==> src/hw/acq_settings.svh <==
`ifndef ACQ_SETTINGS_SVH
`define ACQ_SETTINGS_SVH

// Number of ADC channels.
`define ACQ_CHANNELS 8

// Samples taken from each channel per capture.
`define ACQ_BURST_LEN 32

// Sample width in bits.
`define ACQ_SAMPLE_W 8

// Frame RAM address width, 4096 entries.
`define ACQ_ADDR_W 12

// Entries per channel FIFO, never below ACQ_BURST_LEN.
`define ACQ_FIFO_DEPTH 64

`endif

==> src/hw/acq_pkg.sv <==
`default_nettype none
`include "acq_settings.svh"

package acq_pkg;

    typedef logic [`ACQ_SAMPLE_W-1:0] sample_t;

    // One cycle of ADC strobes, channel k in valid[k] and data[k].
    typedef struct packed {
        logic [`ACQ_CHANNELS-1:0] valid;
        sample_t [`ACQ_CHANNELS-1:0] data;
    } adc_beat_t;

    // One frame RAM write.
    typedef struct packed {
        logic en;
        logic [`ACQ_ADDR_W-1:0] addr;
        sample_t data;
    } ram_wr_t;

    typedef enum logic [2:0] {
        IDLE,
        WAIT,
        INIT,
        WORK,
        REST,
        DONE
    } drain_state_t;

endpackage

`default_nettype wire

==> src/hw/burst_drain.sv <==
`timescale 1ns/1ps
`default_nettype none
`include "acq_settings.svh"

module burst_drain (
    input  logic                                      clk,
    input  logic                                      rst,
    input  logic                                      fs,
    output logic                                      fd,
    input  logic [`ACQ_ADDR_W-1:0]                    base_addr,
    output logic [`ACQ_CHANNELS-1:0]                  fifo_rden,
    input  logic [`ACQ_CHANNELS*`ACQ_SAMPLE_W-1:0]    fifo_heads,
    output acq_pkg::ram_wr_t                          ram_wr
);
    localparam int channels = `ACQ_CHANNELS;
    localparam int burst_len = `ACQ_BURST_LEN;
    localparam int sw = `ACQ_SAMPLE_W;
    localparam int dw = (burst_len > 1) ? $clog2(burst_len) : 1;
    localparam int cw = (channels > 1) ? $clog2(channels) : 1;
    localparam logic [dw-1:0] data_last = dw'(burst_len - 1);
    localparam logic [cw-1:0] chan_last = cw'(channels - 1);
    // Channel 0 owns the top read enable bit.
    localparam logic [channels-1:0] rden_ch0 = {1'b1, {(channels - 1){1'b0}}};

    acq_pkg::drain_state_t state;
    acq_pkg::drain_state_t next_state;
    logic [dw-1:0] data_cnt;
    logic [cw-1:0] chan_cnt;
    logic [`ACQ_ADDR_W-1:0] wr_addr;
    logic [cw-1:0] slice_sel;
    logic work;

    assign work = (state == acq_pkg::WORK);
    assign fd = (state == acq_pkg::DONE);

    always_ff @(posedge clk or posedge rst) begin
        if (rst) begin
            state <= acq_pkg::IDLE;
        end else begin
            state <= next_state;
        end
    end

    always_comb begin
        next_state = state;
        case (state)
            acq_pkg::IDLE: next_state = acq_pkg::WAIT;
            acq_pkg::WAIT: begin
                if (fs) begin
                    next_state = acq_pkg::INIT;
                end
            end
            acq_pkg::INIT: next_state = acq_pkg::WORK;
            acq_pkg::WORK: begin
                if (data_cnt == data_last) begin
                    next_state = acq_pkg::REST;
                end
            end
            acq_pkg::REST: begin
                // Last channel done, else next pass.
                next_state = (chan_cnt == chan_last) ? acq_pkg::DONE : acq_pkg::WORK;
            end
            acq_pkg::DONE: begin
                if (!fs) begin
                    next_state = acq_pkg::WAIT;
                end
            end
            default: next_state = acq_pkg::IDLE;
        endcase
    end

    // Sample index within the current burst.
    always_ff @(posedge clk or posedge rst) begin
        if (rst) begin
            data_cnt <= '0;
        end else if (work) begin
            data_cnt <= data_cnt + 1'b1;
        end else begin
            data_cnt <= '0;
        end
    end

    always_ff @(posedge clk or posedge rst) begin
        if (rst) begin
            chan_cnt <= '0;
        end else if (state == acq_pkg::INIT) begin
            chan_cnt <= '0;
        end else if (state == acq_pkg::REST) begin
            chan_cnt <= chan_cnt + 1'b1;
        end
    end

    always_ff @(posedge clk or posedge rst) begin
        if (rst) begin
            wr_addr <= '0;
        end else if (state == acq_pkg::INIT) begin
            wr_addr <= base_addr;
        end else if (work) begin
            wr_addr <= wr_addr + 1'b1; // Wraps at the top of the RAM.
        end
    end

    assign slice_sel = chan_last - chan_cnt;
    assign fifo_rden = work ? (rden_ch0 >> chan_cnt) : '0;

    assign ram_wr.en = work;
    assign ram_wr.addr = wr_addr;
    assign ram_wr.data = fifo_heads[slice_sel*sw +: sw];

    // Read enable stays on one channel for the whole burst.
    assert property (@(posedge clk) disable iff (rst)
        work && $past(work) |-> fifo_rden == $past(fifo_rden))
        else $error("burst_drain: read enable left its channel mid-burst at %0t", $time);

    // Writes within a burst land on consecutive addresses.
    assert property (@(posedge clk) disable iff (rst)
        ram_wr.en && (data_cnt != data_last)
        |=> ram_wr.en && (ram_wr.addr == $past(ram_wr.addr) + 1'b1))
        else $error("burst_drain: write address skipped within a burst at %0t", $time);

endmodule

`default_nettype wire

==> config.mk <==
export PLATFORM = sky130hd
export DESIGN_NAME = burst_drain
export DESIGN_NICKNAME = d
export VERILOG_FILES = /design/src/hw/acq_pkg.sv /design/src/hw/burst_drain.sv
export VERILOG_INCLUDE_DIRS = /design/src /design/src/hw
export SDC_FILE = /design/constraint.sdc
export NUM_CORES = 1
export LEC_CHECK = 0
export CORE_ASPECT_RATIO = 2
export CORE_UTILIZATION = 40
export DETAILED_ROUTE_END_ITERATION = 12
export DONT_BUFFER_PORTS = 1
export GPL_TIMING_DRIVEN = 0
export HOLD_SLACK_MARGIN = 0.06
export PLACE_DENSITY_LB_ADDON = 0.2
export RECOVER_POWER = 50
export SLEW_MARGIN = 20
export SYNTH_ARGS = -nofsm -noshare
export SYNTH_HDL_FRONTEND = slang
export SYNTH_SLANG_ARGS = --single-unit
export TNS_END_PERCENT = 50
==> constraint.sdc <==
create_clock -name clk -period 1.5 [get_ports clk]
set_input_delay 0.225 -clock clk [delete_from_list [all_inputs] [get_ports clk]]
set_output_delay 0.225 -clock clk [all_outputs]
set_load 0.02 [all_outputs]
* Word level (Yosys, flattened, before mapping)
Index checks and enable logic that the tools add are counted.
** Cells by class
- $add $sub $neg :: 4
- Equality and inequality tests :: 10
- Shifts and indexed selects :: 2
- Muxes and demuxes :: 11
- Reduce and logical (&&, ||, !) cells :: 4
** Operators with widths (count)
- $shiftx 64x7->8 :: 1
- $mux 12 :: 2
- $mux 3 :: 6
- $pmux 3 s6 :: 1
- $add 12x1->12 const B :: 1
- $eq 3x3->1 const B :: 3
- $mux 8 :: 1
- $shr 8x3->8 const A :: 1
- $eq 3x2->1 const B :: 2
- $add 5x1->5 const B :: 1
- $eq 5x5->1 const B :: 1
- $mux 5 :: 1
- $ne 2x2->1 const B :: 2
- $reduce_bool 2->1 :: 2
- $add 3x1->3 const B :: 1
- $eq 3x1->1 const B :: 1
- $logic_not 3->1 :: 1
- $reduce_and 3->1 :: 1
- $sub 3x3->3 const A :: 1
- $ne 2x1->1 const B :: 1
** Word-level totals
- Register bits :: 23
- Input bits :: 79
- Output and inout port bits :: 30
- Word-level logic and storage cells :: 35

* Depth between registers and ports, before layout
- Word-level depth :: 3
- Mapped depth :: 7
- Mapped depth without buffers :: 7

* Worst setup path after synthesis
No wires, ideal clock.
- Kind :: register to output
- From :: reg chan_cnt[0]
- To :: out ram_wr[0] in the netlist's numbering
- Data arrival time :: 1.399 ns
- Required time :: 1.275 ns
- Setup slack :: -0.124 ns
- Stages on the path, launching flop included :: 6
- Buffers on the path :: 2
- Cell sequence :: dfrtp_1 buf_6 buf_6 mux4_2 nand2_1 nand2_1
** RTL lines
- start: declaration :: line burst_drain.sv:28 : logic [cw-1:0] chan_cnt;
- start signal: assignment :: line burst_drain.sv:89 : chan_cnt <= chan_cnt + 1'b1;
- end: declaration :: line burst_drain.sv:13 : output acq_pkg::ram_wr_t ram_wr

==> impl_summary.txt <==
----------------------------------------------------
[Route]
  Antenna Nets Post-Route ... 0
  1st-iter DRT viols ... 21
  Post-Route WL ... between 5000 and 6000 um
  Number of vias after detailed routing ... 1,546
  Via count normalized by instance count ... 5.86
  TritonRoute pass-1 iters ... 4
  Average routed wire per standard cell ... slightly above 20 um
  DRC violations left ... 0

[Cells and area]
  Post-layout utilization of the core ... 53.6%
  Share of final-layout standard cells stronger than drive strength 1 ... 45.2%
  Net total in the final layout ... 299
  Fillers ... 388
  Final cell area excluding filler cells ... 2350 um^2
  Ant diodes ... 0
  Area grow syn2layout ... 27.1%

[CTS]
  Max Buffers Root-to-Sink ... 2
  Clock root buffer ... sky130_fd_sc_hd__clkbuf_8
  H-tree levels ... 1
  Clock sinks ... 23
  Clk pin slew, worst setup/hold paths ... around 0.08 ns
  Num CTS Buffers ... 3
  Skew-Pair Late Insertion Delay ... 0.26 ns
  TritonCTS clock tree ... yes

[Power]
  Leakage power ... 0.000918 uW
  Power density cells ... roughly 1300 nW/um^2
  Maximum resistive drop on vdd ... 0.977 mV

[Synthesis]
  Async set-reset flop share out of synthesis ... 100%
  Share of the synthesized area in the top cell type ... a little under a third
  Leading cell types by total area after synthesis ... sky130_fd_sc_hd__dfrtp_1 (31%), sky130_fd_sc_hd__mux4_2 (19%), sky130_fd_sc_hd__nand2_1 (7.7%)
  Yosys warns ... 0
  Register bit count reported by yosys ... 23
  Net count after synthesis ... between 200 and 300
  Count of unique library cells instantiated by Yosys ... 37
  Synthesized area ... between 1500 and 2000 um^2
  Number of enable flip-flop cells after synthesis ... 0
  Dominant cell type by area after synthesis ... sky130_fd_sc_hd__dfrtp_1
  Top FF cell, synth ... sky130_fd_sc_hd__dfrtp_1
  Dominant cell by count in the synthesized netlist ... sky130_fd_sc_hd__nand2_1
  Synthesized area per cell ... 9.78 um^2
  Synthesized instance count ... 189
  Register area share after synthesis ... 31.1%
  Most common library cells after synthesis ... sky130_fd_sc_hd__nand2_1 (38), sky130_fd_sc_hd__dfrtp_1 (23), sky130_fd_sc_hd__mux4_2 (16), sky130_fd_sc_hd__and3_1 (10)

[STA]
  Total count of max-transition violations in the final report ... 0
  Final number of hold-violating endpoints ... 0
  Worst hold margin ... 0.0811 ns
  Achievable Freq ... 546 MHz
  Tightest Pin Transition ... between 0.8 and 0.9 ns
  Final number of setup-violating endpoints ... 31
  Setup Skew ... roughly 0.0042 ns
  Relative max-transition margin ... roughly 42%
  Setup repair after global routing missed its margin ... true
  Final min period ... 1.83 ns
  Worst-case setup margin in the final layout ... -0.330 ns
  Final Cycle Share ... 122%

[Setup path]
  Highest cell delay on the worst timing path ... 0.53 ns
  Critical-path cell list ... buf_6, buf_12, mux4_2, nand2_4, nand2_4
  Critical-path maximum fanout ... 6
  Sort of element at the start of the critical path ... flop
  Library cell contributing the largest single delay on the critical path ... sky130_fd_sc_hd__mux4_2
  Most numerous cell on the critical path ... sky130_fd_sc_hd__nand2_4
  Category of the most critical setup path ... flop to output pin
  Type of element capturing the critical path ... output pin
  Family with the most delay on the worst path ... multiplexers
  Required time worst endpoint ... between 1 and 1.5 ns
  Combined buffer and inverter count along the critical path ... 2
  Worst endpoint data arrival time ... 1.60 ns

[Floorplanning]
  Height of the chip ... 98.2 um
  Effective utilization at floorplan ... 42.2%
  Die width ... ~50 um
  Core outline area ... 4380 um^2
  Top-level port count ... 109
  Row count ... 34
  DIE AREA ... 4920 um^2

[Run status]
  Violations in the final reports ... setup timing
  Outcome ... complete, but fails checks

[Place]
  Sum of net half-perimeters after detailed placement ... 4390 um
  Placement-stage cell area ... approximately 2000 um^2
  Final GP Congestion ... just under 0.8
  Input/output buffers ... 0

[GRT]
  Aggregate global-route resource usage ... 23.0%
  First-pass GRT wire length ... ~8600 um
  Antenna violations before repair ... 0
  Pin count of the biggest net entering global routing ... 24
  Vias in the first global route ... 1,851
  Total overflow reported by the global router ... 0

[Hold path]
  Tightest Hold Check Type ... primary input to flop

[Flow run]
  Max-cap violations ... 0

----------------------------------------------------
## per-layer routing
metal / share of wire [%] / vias up / global-route usage, % / routed length (um)
li1: - / 714 / - / -
met1: 31 / 724 / 19.4 / 1680
met2: 59 / 90 / 46.2 / 3220
met3: 6.6 / 18 / 3.89 / 362
met4: 3.8 / 0 / 12.7 / 209
met5: 0 / - / 0 / 0
## timing repair
item	in CTS	in global routing
resized for setup	59	19
buffers inserted	14	3
endpoints found under the setup margin	26	33
hold endpoints to repair	21	0
pin swaps	9	6
hold buffers	1	0
cloned	1	0
## logic make-up after synthesis
family / Yosys count / share of synthesized area (%)
muxes: 19 / 21.2
adders and majority gates: 9 / 6.09
and+or+nand+nor: 80 / 21.5
AOI/OAI and AO/OA: 25 / 8.25
DFF: 23 / 31.1
xor gates and xnor gates: 12 / 5.68
buffers and inverters: 21 / 6.09
## cells in the final DEF, fill, tap and decap left out, types with 3 or more instances in the layout
cell                       synthesis  final
sky130_fd_sc_hd__and2_1            5      3
sky130_fd_sc_hd__xnor2_1           3      3
sky130_fd_sc_hd__buf_6             3      9
sky130_fd_sc_hd__o21ai_1           8      9
sky130_fd_sc_hd__clkbuf_8          0      3
sky130_fd_sc_hd__dfrtp_1          23     18
sky130_fd_sc_hd__clkbuf_1          6      5
sky130_fd_sc_hd__a22o_1            4      4
sky130_fd_sc_hd__nand2_4           0      4
sky130_fd_sc_hd__nand3_1           5      4
sky130_fd_sc_hd__ha_2              0      4
sky130_fd_sc_hd__dfrtp_2           0      5
sky130_fd_sc_hd__mux4_2           16     16
sky130_fd_sc_hd__ha_4              0      5
sky130_fd_sc_hd__xor2_1            9      9
sky130_fd_sc_hd__buf_4             1     13
sky130_fd_sc_hd__and3_4            0      6
sky130_fd_sc_hd__nand2_2           0     13
sky130_fd_sc_hd__nand2_1          38     21
sky130_fd_sc_hd__clkbuf_2          1      3
sky130_fd_sc_hd__nand4_1           5      5
sky130_fd_sc_hd__o21ai_0           5      4
sky130_fd_sc_hd__nor2_1            8      8
sky130_fd_sc_hd__and3_1           10      4
## through the flow
stage / total power, uW / std cells / setup WS (ns) / setup TNS [ns]
after floorplan: 2100 / 189 / -0.0795 / -0.769
after global placement: 2300 / 243 / -0.213 / -3.09
after detailed placement: 2360 / 243 / -0.319 / -3.74
after CTS: 2980 / 263 / -0.324 / -4.81
after global routing: 3210 / 264 / -0.395 / -8.85
final: 2990 / 264 / -0.330 / -6.16
## state kept, by name, summed over array words and instances, names as in the netlist
signal    flops
chan_cnt      3
wr_addr      12
data_cnt      5
state         3
## where the power goes
group          total [uW]  internal, uW  switching (uW)  leakage (uW)
clock                 386           189             197     0.0000228
sequential           1400           881             520      0.000275
combinational        1200           620             583      0.000621
total                2990          1690            1300      0.000918
## layout make-up
cell class / count / area [um^2] / share of cell area [%]
Multi-Input combinational cell: 145 / 1340 / 57.1
Sequential cell: 23 / 582 / 24.8
Timing Repair Buffer: 18 / 154 / 6.55
Buffer: 14 / 125 / 5.32
Tap cell: 54 / 67.6 / 2.88
Clock buffer: 4 / 45.0 / 1.92
Inverter: 6 / 35.0 / 1.49
## path summary, 6_finish.rpt
path                                               from                       to  slack, ns  cells past startpoint
worst max-delay path            chan_cnt[0]$_DFFE_PP0P_                ram_wr[4]      -0.33                      5
worst min-delay path                       base_addr[7]   wr_addr[7]$_DFFE_PP0P_       0.08                      2
worst max register to register   wr_addr[0]$_DFFE_PP0P_  wr_addr[10]$_DFFE_PP0P_      -0.24                      6
worst min register to register    data_cnt[0]$_DFF_PP0_    data_cnt[0]$_DFF_PP0_       0.47                      1
max in group asynchronous                           rst   wr_addr[2]$_DFFE_PP0P_       0.32                      2
min in group asynchronous                           rst   wr_addr[7]$_DFFE_PP0P_       0.59                      2
Power figures use the tool's default switching activity.
