$ cat src/hw/acq_settings.svh
`ifndef ACQ_SETTINGS_SVH
`define ACQ_SETTINGS_SVH

// Number of ADC channels.
`define ACQ_CHANNELS 8

// Samples taken from each channel per capture.
`define ACQ_BURST_LEN 32

// Sample width in bits.
`define ACQ_SAMPLE_W 8

// Frame RAM address width, 4096 entries.
`define ACQ_ADDR_W 12

// Entries per channel FIFO, never below ACQ_BURST_LEN.
`define ACQ_FIFO_DEPTH 64

`endif

$ cat src/hw/acq_pkg.sv
`default_nettype none
`include "acq_settings.svh"

package acq_pkg;

    typedef logic [`ACQ_SAMPLE_W-1:0] sample_t;

    // One cycle of ADC strobes, channel k in valid[k] and data[k].
    typedef struct packed {
        logic [`ACQ_CHANNELS-1:0] valid;
        sample_t [`ACQ_CHANNELS-1:0] data;
    } adc_beat_t;

    // One frame RAM write.
    typedef struct packed {
        logic en;
        logic [`ACQ_ADDR_W-1:0] addr;
        sample_t data;
    } ram_wr_t;

    typedef enum logic [2:0] {
        IDLE,
        WAIT,
        INIT,
        WORK,
        REST,
        DONE
    } drain_state_t;

endpackage

`default_nettype wire

$ cat src/hw/sample_fifo.sv
`timescale 1ns/1ps
`default_nettype none
`include "acq_settings.svh"

module sample_fifo #(
    parameter int depth = `ACQ_FIFO_DEPTH
) (
    input  logic             clk,
    input  logic             rst,
    input  logic             push,
    input  acq_pkg::sample_t push_data,
    input  logic             pop,
    output acq_pkg::sample_t head,
    output logic             empty,
    output logic             overflow
);
    localparam int aw = (depth > 1) ? $clog2(depth) : 1;
    localparam int cw = $clog2(depth + 1);
    localparam logic [aw-1:0] ptr_last = aw'(depth - 1);

    acq_pkg::sample_t mem [depth];
    logic [aw-1:0] wr_ptr;
    logic [aw-1:0] rd_ptr;
    logic [cw-1:0] count;
    logic full;
    logic do_push;
    logic do_pop;

    assign full = (count == cw'(depth));
    assign empty = (count == '0);
    assign do_push = push && !full; // Dropped when full.
    assign do_pop = pop && !empty;
    assign head = mem[rd_ptr]; // Fall-through head.

    always_ff @(posedge clk) begin
        if (do_push) begin
            mem[wr_ptr] <= push_data;
        end
    end

    always_ff @(posedge clk or posedge rst) begin
        if (rst) begin
            wr_ptr <= '0;
            rd_ptr <= '0;
            count <= '0;
            overflow <= 1'b0;
        end else begin
            if (do_push) begin
                wr_ptr <= (wr_ptr == ptr_last) ? '0 : wr_ptr + 1'b1;
            end
            if (do_pop) begin
                rd_ptr <= (rd_ptr == ptr_last) ? '0 : rd_ptr + 1'b1;
            end
            case ({do_push, do_pop})
                2'b10: count <= count + 1'b1;
                2'b01: count <= count - 1'b1;
                default: count <= count;
            endcase
            if (push && full) begin
                overflow <= 1'b1; // Sticky until reset.
            end
        end
    end

    // Drain engine must never consume from an empty channel.
    assert property (@(posedge clk) disable iff (rst) pop |-> !empty)
        else $error("sample_fifo: pop while empty at %0t", $time);

endmodule

`default_nettype wire

$ cat config.mk
export PLATFORM = sky130hd
export DESIGN_NAME = sample_fifo
export DESIGN_NICKNAME = d
export VERILOG_FILES = /design/src/hw/acq_pkg.sv /design/src/hw/sample_fifo.sv
export VERILOG_INCLUDE_DIRS = /design/src /design/src/hw
export SDC_FILE = /design/constraint.sdc
export NUM_CORES = 1
export LEC_CHECK = 0
export ABC_AREA = 1
export ABC_CLOCK_PERIOD_IN_PS = 5100
export BUFFER_PORTS_ARGS = -buffer_cell sky130_fd_sc_hd__buf_2
export CORE_MARGIN = 3
export CORE_UTILIZATION = 63
export DETAILED_ROUTE_END_ITERATION = 16
export GPL_ROUTABILITY_DRIVEN = 0
export HOLD_SLACK_MARGIN = 0.02
export PLACE_DENSITY_LB_ADDON = 0.2
export SLEW_MARGIN = 5
export SYNTH_ARGS = -nofsm -noshare
export SYNTH_HDL_FRONTEND = slang
export SYNTH_SLANG_ARGS = --single-unit
export TNS_END_PERCENT = 50
$ cat constraint.sdc
create_clock -name clk -period 5.1 [get_ports clk]
set_input_delay 1.02 -clock clk [delete_from_list [all_inputs] [get_ports clk]]
set_output_delay 1.02 -clock clk [all_outputs]
set_load 0.01 [all_outputs]
==> Yosys cells after proc, flatten, opt, wreduce, memory -nomap -nowiden <==
Memory sizes are Yosys's and may differ from the RTL's.
Cells that the tools add are included.
{ "totals": {"ramBits": 512, "word_cells": 26, "memories": 1, "in_bits": 12, "reg_bits": 20} }
{ "classes": {"reduce_logical": 7, "mux": 5, "n_eq_ne": 5, "addsub": 4} }
{ "memory_table": {"columns": ["name", "words", "width", "rd", "rd_clocked_by_memory_dff", "wr", "line", "source"], "rows": [
  ["mem", 64, 8, 1, 0, 1, "sample_fifo.sv:21", "acq_pkg::sample_t mem [depth];"]
]} }
{ "ops": {"columns": ["op", "count"], "rows": [
  ["$pmux 7 s2", 1],
  ["$add 6x1->6 const B", 2],
  ["$eq 6x6->1 const B", 2],
  ["$mux 6", 2],
  ["$add 7x1->7 const B", 1],
  ["$eq 7x7->1 const B", 1],
  ["$logic_not 7->1", 1],
  ["$sub 7x1->7 const B", 1],
  ["$logic_and 1x1->1", 3],
  ["$eq 2x1->1 const B", 1],
  ["$eq 2x2->1 const B", 1],
  ["$logic_not 1->1", 2],
  ["$mux 1", 2],
  ["$reduce_bool 2->1", 1]
]} }

==> Logic depth before layout (Yosys ltp) <==
Gate-level depths: netlist of the first run.
{ "depth": {"word_depth": 5, "ltp_mapped": 16} }

==> Least setup slack after synthesis of the first run <==
OpenSTA, ideal clock, no wires.
{ "synth_timing": {"path_type": "in2reg", "from": "in push", "to": "reg count[5]", "stages": 13, "required_time_ns": 4.972, "t_arrival_ns": 2.752, "n_path_buf": 1, "path_slack_ns": 2.220, "setup_ns": 0.128, "cell_sequence": "inv_1 > nor2_8 > buf_6 > inv_1 > ha_1 > ha_1 > nand2_1 > nand2_1 > nand2_1 > nand3_1 > or2_2 > nand3_1 > o21ai_0"} }
{ "synth_between": {"elab_chain_len": 3, "word_cells_on_any_way": 5} }
{ "synth_rtl": {"columns": ["item", "line", "source"], "rows": [
  ["start: declaration", "sample_fifo.sv:10", "input logic push,"],
  ["$logic_and 1x1->1 (*)", "sample_fifo.sv:31", "assign do_push = push && !full;"],
  ["$eq 2x1->1 or $eq 2x2->1 (tied branches)", "sample_fifo.sv:54", "case ({do_push, do_pop})"],
  ["$pmux 7 s2 or $reduce_bool 2->1 (tied branches)", null, null],
  ["end signal: assignment", "sample_fifo.sv:55", "2'b10: count <= count + 1'b1;"],
  ["end signal: assignment", "sample_fifo.sv:56", "2'b01: count <= count - 1'b1;"],
  ["end signal: assignment", "sample_fifo.sv:57", "default: count <= count;"],
  ["end: declaration", "sample_fifo.sv:24", "logic [cw-1:0] count;"]
]} }
Every way passes the cells marked *; elsewhere a longest branch is shown, timed or not.
A chain may end at the register's enable or synchronous reset.

==> Worst setup path after layout of the first run <==
{ "layout_timing": {"from": "reg rd_ptr[3]", "to": "out head[6]"} }
{ "layout_between": {"elab_chain_len": 1} }
{ "layout_rtl": {"columns": ["item", "line", "source"], "rows": [
  ["start: declaration", "sample_fifo.sv:23", "logic [aw-1:0] rd_ptr;"],
  ["start signal: assignment", "sample_fifo.sv:52", "rd_ptr <= (rd_ptr == ptr_last) ? '0 : rd_ptr + 1'b1;"],
  ["$mem_v2 64x8", null, null],
  ["end: declaration", "sample_fifo.sv:13", "output acq_pkg::sample_t head,"]
]} }
No other way between the ends.

==> impl_results.md, run 1 <==
* DIE AREA at 37,700 um2
* Root Buffer: clkbuf_16
* Internal Power at 8.23 mW
* Nets at 1,939
* Worst-Margin Slew at 1150 ps
* Top sig layer: met4
* H-tree levels at 2
* RSZ-0062 raised after global routing: no
* Min-Delay Path Class: reg2reg
* Post-synthesis cell count at 1,932
* Final Hold Vio Count at 0
* Total gr overflow at 0
* Post-route clock period utilization at 90.2%
* Avg Inst Size Synth at 11.5 um2
* Reg power frac at 39.8%
* Vias in the first global route at 14,100
* Worst setup SP type: flip-flop
* Initial DRC Count at 1,940
* Area leader, netlist: edfxtp_1
* Number of remaining DRC errors at 0
* Vias per cell at 6.11
* Hold-fix buffers at CTS at 0
* Initial Util at 64.2%
* I/O Buffers at 21
* Inserted Clock Buffers at 51
* Crit path max fanout at 35
* Register bit total from synthesis at 532
* Gate power share at 31.8%
* Total Wirelength at 53,800 um
* Top post-synthesis cells by area: edfxtp_1, nand2_1, nand3_1
* CTS Buffer Depth at 3
* WP data required at 4080 ps
* Dpl hpwl at 30,700 um
* Clk pwr share at 28.5%
* Yosys top cell area share at 69.0%
* Min Tclk post-route at 4600 ps
* Worst setup EP type: output pin
* Clock skew at 19.4 ps
* Synthesized Nets at 1,953
* Setup-failing EPs final at 0
* Slew Viols, Final at 0
* Run status: finished clean
* Number of setup buffers added after CTS at 0
* Vias at 14,700
* Most common cell after layout, fill and taps aside: nand2_1
* Global-route wire length before repair at 83,200 um
* M1 wire length at 20,700 um
* DR WL met2 at 25,900 um
* Synth-to-layout area growth at 8.05%
* Area after DPL at 22,400 um2
* Largest net degree at the start of global routing at 133
* Hold WS at 468 ps
* Register area share after synthesis at 71.3%
* Total GRT Usage at 28.7%
* Design area at 24,100 um2
* DP Cell Count at 2,320
* Die height at 194 um
* Leading cell types in the layout, fill and taps excluded: nand2_1, edfxtp_1, nand3_1
* Power per Cell Area at 539 nW/um2
* Sw Ratio at 36.6%
* Core area at 34,700 um2
* Fmax achieved at 0.217 GHz
* Synth warn at 0
* Max-Cap Viols at 0
* # IOs at 22
* Clock Latency Late Sink at 590 ps
* Lkg Pwr at 8.76 nW
* CTS resizes at 0
* Setup CP Type: reg2out
* Setup TNS at 0 ps
* CTS tree: yes
* Peak VDD IR at 0.375 mV
* Worst endpoint data arrival time at 3580 ps
* Chip width at 194 um
* Worst slew margin at 23.6%
* Drt first pass iters at 6
* CTS clock-pin slew for the worst setup and hold paths at 60 ps
* Final Instance Count excl. Fillers at 2,412
* Post-DR wirelength/cell at 22.3 um
* Placement row count at 68
* Layout cells sized above 1 at 6.75%
* ANT nets after route at 0
* Net load switching power at 4.74 mW
* WL met3 at 5280 um
* Sink Count at 532
* Distinct cells, synth at 34
* Initial antenna violation count at 0
* Netlist Area Pre-Place at 22,300 um2
[sequential cells by signal, indices dropped and copies added (netlist names)]
signal	cells
wr_ptr	6
rd_ptr	6
count	7
mem	512
overflow	1
[cells in the mapped netlist]
cell	number
o211ai_1	1
nor2_1	135
nor3_2	1
buf_4	13
a21o_1	1
o21ai_0	23
o22ai_1	1
clkbuf_1	11
a21oi_1	21
nor2_8	1
inv_1	34
buf_2	52
buf_8	1
inv_2	5
xnor2_1	1
a31o_2	2
xor2_1	8
fa_1	1
o21ai_1	24
nor3_1	2
nand4_1	3
buf_6	25
nand3_1	386
dfrtp_1	20
or2_2	1
edfxtp_1	512
nand4_2	7
nand2_1	619
ha_1	8
buf_1	7
nor3_4	1
clkinv_1	3
nor2_2	1
inv_6	1
[critical path: stages (launching register included)]
cell	delay [ps]
dfrtp_1	690
inv_2	440
nor2_2	980
nand2_1	160
nand2_1	100
inv_1	40
nand2_1	50
nand2_1	100
nand3_1	180
nand2_1	90
buf_2	140
[logic make-up after synthesis]
group,synth area share (%)
flip-flops,71.3
AO/OA/AOI/OAI,1.70
XOR/XNOR,0.354
buffers and inverters,3.99
AND/OR/NAND/NOR,22.2
adder cells (fa/ha/maj),0.539
[area by class of cell]
type                            instances  area [um2]
Antenna cell                            1        2.50
Sequential cell                       532       15900
Clock inverter                         23         219
Multi-Input combinational cell       1248        5520
Inverter                               43         169
Fill cell                            2415       10600
Tap cell                              455         569
Timing Repair Buffer                   42         313
Clock buffer                           68        1400
[worst paths after layout]
path	startpoint	to	slack [ps]	depth (start not counted)
min reg2reg	overflow	overflow	470	1
min in group asynchronous	rst	wr_ptr[4]	630	2
max	rd_ptr[3]	head[6]	500	10
min	overflow	overflow	470	1
max in group asynchronous	rst	rd_ptr[0]	3800	2
max reg2reg	count[0]	count[5]	1850	13
[power groups by stage]
stage	registers [mW]	clock network (mW)	logic, mW
after floorplan	5.16	0	2.87
after global placement	5.24	0	3.96
after detailed placement	5.24	0	4.04
after CTS	5.15	3.72	4.07
after global routing	5.17	3.89	4.48
final	5.16	3.69	4.12
[per-stage QoR]
| step | util [%] | power [mW] | setup WS [ps] |
|---|---|---|---|
| after floorplan | - | 8.03 | 2220 |
| after global placement | 64.7 | 9.20 | 1160 |
| after detailed placement | 64.7 | 9.28 | 1180 |
| after CTS | 69.3 | 12.9 | 548 |
| after global routing | 69.3 | 13.5 | 340 |
| final | 69.3 | 13.0 | 502 |
[routing by layer]
layer / up-vias / global-route usage, %
met3: 132 / 5.35
met2: 830 / 45.8
met5: - / 0
met4: 0 / 11.3
li1: 6703 / -
met1: 7084 / 39.8
(Power assumes the default switching activity.)
==> run 2: changes to the inputs <==
--- a/config.mk
+++ b/config.mk
@@ -11,10 +11,12 @@
 export BUFFER_PORTS_ARGS = -buffer_cell sky130_fd_sc_hd__buf_2
 export CORE_MARGIN = 3
 export CORE_UTILIZATION = 63
+export CTS_CLUSTER_DIAMETER = 60
 export DETAILED_ROUTE_END_ITERATION = 16
 export GPL_ROUTABILITY_DRIVEN = 0
 export HOLD_SLACK_MARGIN = 0.02
-export PLACE_DENSITY_LB_ADDON = 0.2
+export PLACE_DENSITY = 0.79
+export SETUP_SLACK_MARGIN = 0.1
 export SLEW_MARGIN = 5
 export SYNTH_ARGS = -nofsm -noshare
 export SYNTH_HDL_FRONTEND = slang
==> run 2 against run 1 <==
Effect of this change:
- power rose by 0.45%
- fmax rose by 7.4%
- routed wire length rose by 1.1%
- sequential power rose by 0.8%
- non-clock buffer count rose by 1
- combinational power barely moved
- clock skew fell by 3.8 ps
- global-route usage rose by 0.061 points
- critical endpoint unchanged
- largest cell class unchanged
==> impl_results.md, run 2 (synthesis gave the netlist of run 1 again) <==
* Setup TNS at 0 ps
* Vias in the first global route at 14,400
* Post-route clock period utilization at 83.9%
* Crit path max fanout at 65
* H-tree levels at 2
* Peak VDD IR at 0.529 mV
* Max-Cap Viols at 0
* Inserted Clock Buffers at 51
* Biggest regs: mem (512), count (7)
* Net load switching power at 4.81 mW
* Critical path's top delay family: buffers and inverters
* Total GRT Usage at 28.7%
* DIE AREA at 37,700 um2
* Worst-Margin Slew at 1140 ps
* Nets at 1,940
* Lkg Pwr at 8.76 nW
* Setup CP Type: reg2out
* Core area at 34,700 um2
* Gate power share at 31.7%
* Most used cell, CP: nand2_1
* Design area at 24,100 um2
* Setup-failing EPs final at 0
* Worst setup EP type: output pin
* Antenna Cells at 0
* Worst endpoint data arrival time at 3260 ps
* Slowest cell on the critical path: dfrtp_4
* Total Wirelength at 54,400 um
* Sw Ratio at 36.9%
* Layout cells sized above 1 at 7.45%
* Post-DR wirelength/cell at 22.5 um
* Worst slew margin at 24.0%
* Top sig layer: met4
* # IOs at 22
* Global-route wire length before repair at 83,600 um
* CTS Buffer Depth at 3
* Synth-to-layout area growth at 8.12%
* Initial DRC Count at 2,049
* Biggest register: mem
* Die height at 194 um
* Vias per cell at 6.14
* Internal Power at 8.22 mW
* Min-Delay Path Class: reg2reg
* Worst setup SP type: flip-flop
* Number of remaining DRC errors at 0
* I/O Buffers at 21
* CTS clock-pin slew for the worst setup and hold paths at 60 ps
* Largest net degree at the start of global routing at 259
* Max FFs per register at 512
* CP max stage delay at 590 ps
* ANT nets after route at 0
* Sink Count at 532
* CTS tree: yes
* Most common cell after layout, fill and taps aside: nand2_1
* Clock Latency Late Sink at 580 ps
* Root Buffer: clkbuf_16
* WL met3 at 6120 um
* Power per Cell Area at 541 nW/um2
* Leading cell types in the layout, fill and taps excluded: nand2_1, edfxtp_1, nand3_1
* Initial antenna violation count at 0
* Fmax achieved at 0.234 GHz
* RSZ-0062 raised after global routing: no
* Initial Util at 64.2%
* WP data required at 4080 ps
* Dpl hpwl at 31,600 um
* Total gr overflow at 0
* DR WL met2 at 25,000 um
* Min Tclk post-route at 4280 ps
* Clk pwr share at 28.4%
* Slew Viols, Final at 0
* Run status: finished clean
* Reg power frac at 39.9%
* CTS resizes at 0
* Drt first pass iters at 9
* Vias at 14,800
* Area after DPL at 22,400 um2
* Crit-path cells: inv_4 -> buf_12 -> buf_4 -> nor2_1 -> o21ai_0 -> nand3_1 -> nand3_1 -> nand2_1 -> nand2_1 -> nand2_1 -> buf_2
* Placement row count at 68
* Worst Path Buf+Inv at 4
* Clock skew at 15.6 ps
* Final Hold Vio Count at 0
* Number of setup buffers added after CTS at 0
* Chip width at 194 um
* M1 wire length at 20,200 um
* Hold-fix buffers at CTS at 0
[run 2: changes by cell type in the layout (fill, tap and decap cells not counted), sizes merged]
| cell | before | now |
|---|---|---|
| buf | 42 | 43 |
| clkbuf | 68 | 64 |
| diode | 1 | 0 |
| clkinvlp | 1 | 7 |
| inv | 41 | 42 |
[run 2: final cells by class]
class,instances,area (um2)
clock buffers,64,1380
clock inverters,30,269
fillers,2330,10600
inverters,43,169
multi-input cells,1248,5520
flip-flops and latches,532,15900
well taps,455,569
repair buffers,43,308
[run 2: final timing paths]
check | endpoint | start | cells after the start | slack [ps]
worst min-delay path | overflow | overflow | 1 | 460
worst max-delay path | head[6] | rd_ptr[1] | 11 | 820
min in group asynchronous | wr_ptr[3] | rst | 2 | 670
worst min register to register | overflow | overflow | 1 | 460
max in group asynchronous | rd_ptr[1] | rst | 2 | 3730
worst max register to register | count[6] | count[0] | 14 | 1930
[run 2: per-stage QoR]
| step | hold WS [ps] | worst slack [ps] | utilization [%] | std cells | total power, mW |
|---|---|---|---|---|---|
| 6_report | 460 | 819 | 69.4 | 2415 | 13.0 |
| 3_5_place_dp | 449 | 1450 | 64.7 | 2321 | 9.26 |
| 2_1_floorplan | 481 | 2220 | - | 1932 | 8.03 |
| 5_1_grt | 474 | 692 | 69.4 | 2415 | 13.6 |
| 3_3_place_gp | 437 | 1470 | 64.7 | 2321 | 9.18 |
| 4_1_cts | 462 | 839 | 69.4 | 2415 | 12.9 |
[run 2: worst register-to-register path, delay by kind of cell (launching register included)]
kind	cells	cell delay (ps)
and+or+nand+nor	8	1300
adders and majority gates	2	870
DFF	1	420
AOI/OAI and AO/OA	2	340
buffers and inverters	2	120
[run 2: layer usage]
metal  vias to the layer above  GRT usage (%)
met5                         -              0
met4                         0           14.0
met3                       205           6.83
met2                       917           44.1
met1                      7001           39.3
li1                       6709              -
[run 2: power by group through the flow]
stage | Combinational (mW) | Sequential, mW | Clock [mW]
after detailed placement | 3.97 | 5.29 | 0
after CTS | 4.02 | 5.20 | 3.72
after global routing | 4.45 | 5.22 | 3.90
after global placement | 3.90 | 5.27 | 0
final | 4.13 | 5.20 | 3.70
after floorplan | 2.87 | 5.16 | 0
==> run 3: changes to the inputs <==
--- a/config.mk
+++ b/config.mk
@@ -7,15 +7,15 @@
 export NUM_CORES = 1
 export LEC_CHECK = 0
 export ABC_AREA = 1
-export ABC_CLOCK_PERIOD_IN_PS = 5100
+export ABC_CLOCK_PERIOD_IN_PS = 3400
 export BUFFER_PORTS_ARGS = -buffer_cell sky130_fd_sc_hd__buf_2
 export CORE_MARGIN = 3
-export CORE_UTILIZATION = 63
+export CORE_UTILIZATION = 57
 export CTS_CLUSTER_DIAMETER = 60
 export DETAILED_ROUTE_END_ITERATION = 16
 export GPL_ROUTABILITY_DRIVEN = 0
 export HOLD_SLACK_MARGIN = 0.02
-export PLACE_DENSITY = 0.79
+export PLACE_DENSITY = 0.76
 export SETUP_SLACK_MARGIN = 0.1
 export SLEW_MARGIN = 5
 export SYNTH_ARGS = -nofsm -noshare
==> constraint.sdc (replaced) <==
create_clock -name clk -period 3.4 [get_ports clk]
set_input_delay 0.68 -clock clk [delete_from_list [all_inputs] [get_ports clk]]
set_output_delay 0.68 -clock clk [all_outputs]
set_load 0.01 [all_outputs]
==> run 3 against run 2 <==
Effect of this change:
- utilization down 2.5 points
- largest cell class unchanged
- clock-buffer cell count down 1
- clock skew up 5.9 ps
- sequential cell count unchanged
- clock power rose by 54%
- critical endpoint is now head[3]
==> impl_results.md, run 3 (synthesis gave the netlist of run 1 again) <==
* Leading cell types in the layout, fill and taps excluded: nand2_1, edfxtp_1, nand3_1
* Net load switching power at 7.73 mW
* Drt first pass iters at 6
* Sw Ratio at 37.1%
* DIE AREA at 41,500 um2
* DR WL met2 at 28,800 um
* Biggest register: mem
* Total GRT Usage at 27.2%
* Initial Util at 58.5%
* Design area at 25,500 um2
* Post-DR wirelength/cell at 23.4 um
* Vias in the first global route at 14,800
* Initial antenna violation count at 0
* Hold WS at 262 ps
* Antenna Cells at 0
* Setup CP Type: reg2out
* Internal Power at 13.1 mW
* Most common cell after layout, fill and taps aside: nand2_1
* Die height at 204 um
* Fmax achieved at 0.301 GHz
* Slew Viols, Final at 0
* Worst-Margin Slew at 1130 ps
* Vias at 15,700
* Peak VDD IR at 0.516 mV
* Post-route clock period utilization at 97.6%
* Worst setup EP type: output pin
* Biggest regs: mem (512), count (7)
* Worst slew margin at 24.4%
* Setup-failing EPs final at 0
* Final Instance Count excl. Fillers at 2,568
* Worst endpoint data arrival time at 2640 ps
* Clock Latency Late Sink at 600 ps
* Largest net degree at the start of global routing at 85
* Max-Cap Viols at 0
* Placement row count at 71
* Gate power share at 35.5%
* Number of remaining DRC errors at 0
* Core area at 38,100 um2
* Total gr overflow at 0
* WP data required at 2720 ps
* M1 wire length at 21,500 um
* Slowest cell on the critical path: dfrtp_4
* CTS clock-pin slew for the worst setup and hold paths at 60 ps
* Clock skew at 21.5 ps
* Vias per cell at 6.11
* Min Tclk post-route at 3320 ps
* H-tree levels at 2
* Clk pwr share at 27.3%
* ANT nets after route at 0
* CP max stage delay at 490 ps
* Setup TNS at 0 ps
* DP Cell Count at 2,447
* Sink Count at 532
* Final Hold Vio Count at 0
* Crit-path cells: buf_12 -> buf_12 -> buf_4 -> inv_8 -> nand2_1 -> nand3_1 -> nand3_1 -> nand3_2 -> nand3_1 -> nand2_1 -> nand2_1 -> nand2_1 -> buf_2
* RSZ-0062 raised after global routing: yes
* Worst Path Buf+Inv at 5
* Global-route wire length before repair at 85,700 um
* Area after DPL at 23,100 um2
* Power per Cell Area at 817 nW/um2
* Most used cell, CP: nand2_1
* Top sig layer: met4
* Lkg Pwr at 9.50 nW
* Inserted Clock Buffers at 51
* # IOs at 22
* CTS tree: yes
* Crit path max fanout at 12
* Total Wirelength at 60,200 um
* CTS Buffer Depth at 3
* Chip width at 204 um
* Dpl hpwl at 33,000 um
* Initial DRC Count at 2,058
* Reg power frac at 37.2%
* Critical path's top delay family: simple AND/OR/NAND/NOR gates
* Worst setup SP type: flip-flop
* Layout cells sized above 1 at 12.7%
* Root Buffer: clkbuf_16
* Min-Delay Path Class: in2async
* Synth-to-layout area growth at 14.5%
* Hold-fix buffers at CTS at 0
* Max FFs per register at 512
* WL met3 at 7350 um
* Run status: finished clean
* Nets at 2,037
* I/O Buffers at 21
run 3: cell types whose count changed in the layout (fill, tap and decap cells not counted), moves of 8 or more:
cell / delta
buf_16: +9
nand2_1: -8
nand3_2: +17
nand3_1: -17
clkbuf_16: +10
nand2_2: +8
buf_4: +64
run 3: power by group through the flow:
stage	Clock, mW	Sequential (mW)	Combinational, mW
after floorplan	0	7.75	4.30
after global placement	0	7.84	6.06
after detailed placement	0	7.85	6.19
after CTS	5.70	7.75	6.47
after global routing	5.98	7.76	7.87
final	5.69	7.74	7.40
run 3: final cells by class:
cell class / instances / area [um2]
timing repair buffer: 137 / 1450
sequential: 532 / 15900
multi-input combinational: 1248 / 5620
clock buffer: 63 / 1350
timing repair inverter: 3 / 38.8
fill: 2611 / 12600
inverter: 43 / 200
clock inverter: 31 / 317
tap: 511 / 639
run 3: worst reg2reg max path: cells and delay by family, from the launching register on:
kind            cells  cell delay, ps
compound gates      2             330
fa+ha+maj           2             720
buf+inv             2             180
flops               1             430
simple gates        9            1050
run 3: timing repair:
item                                    in CTS  in global routing
gates cloned                                 4                 12
pin swaps                                    0                  2
gates resized for setup                     15                 39
buffers inserted                             1                 10
endpoints found under the setup margin       8                  8
run 3: routing by layer:
layer  vias up  track usage (%)
met5         -                0
met4         0             11.8
met3       190             4.92
li1       6910                -
met2      1103             43.7
met1      7479             37.0
run 3: stage by stage:
step                power (mW)  utilization, %  worst slack (ps)
finish                    20.8            66.9              81.9
global route              21.6            66.9              37.4
CTS                       19.9            65.5              72.9
detailed placement        14.0            60.7               532
global placement          13.9            60.7               509
floorplan                 12.1               -               860
run 3: worst paths after layout:
path / from / to / slack, ps / cells after the start
max in group asynchronous: rst / rd_ptr[0] / 2490 / 2
min: rst / count[2] / 260 / 2
max: rd_ptr[0] / head[3] / 80 / 13
min reg2reg: overflow / overflow / 460 / 1
max reg2reg: count[0] / count[6] / 560 / 15
min in group clk: push / overflow / 320 / 2
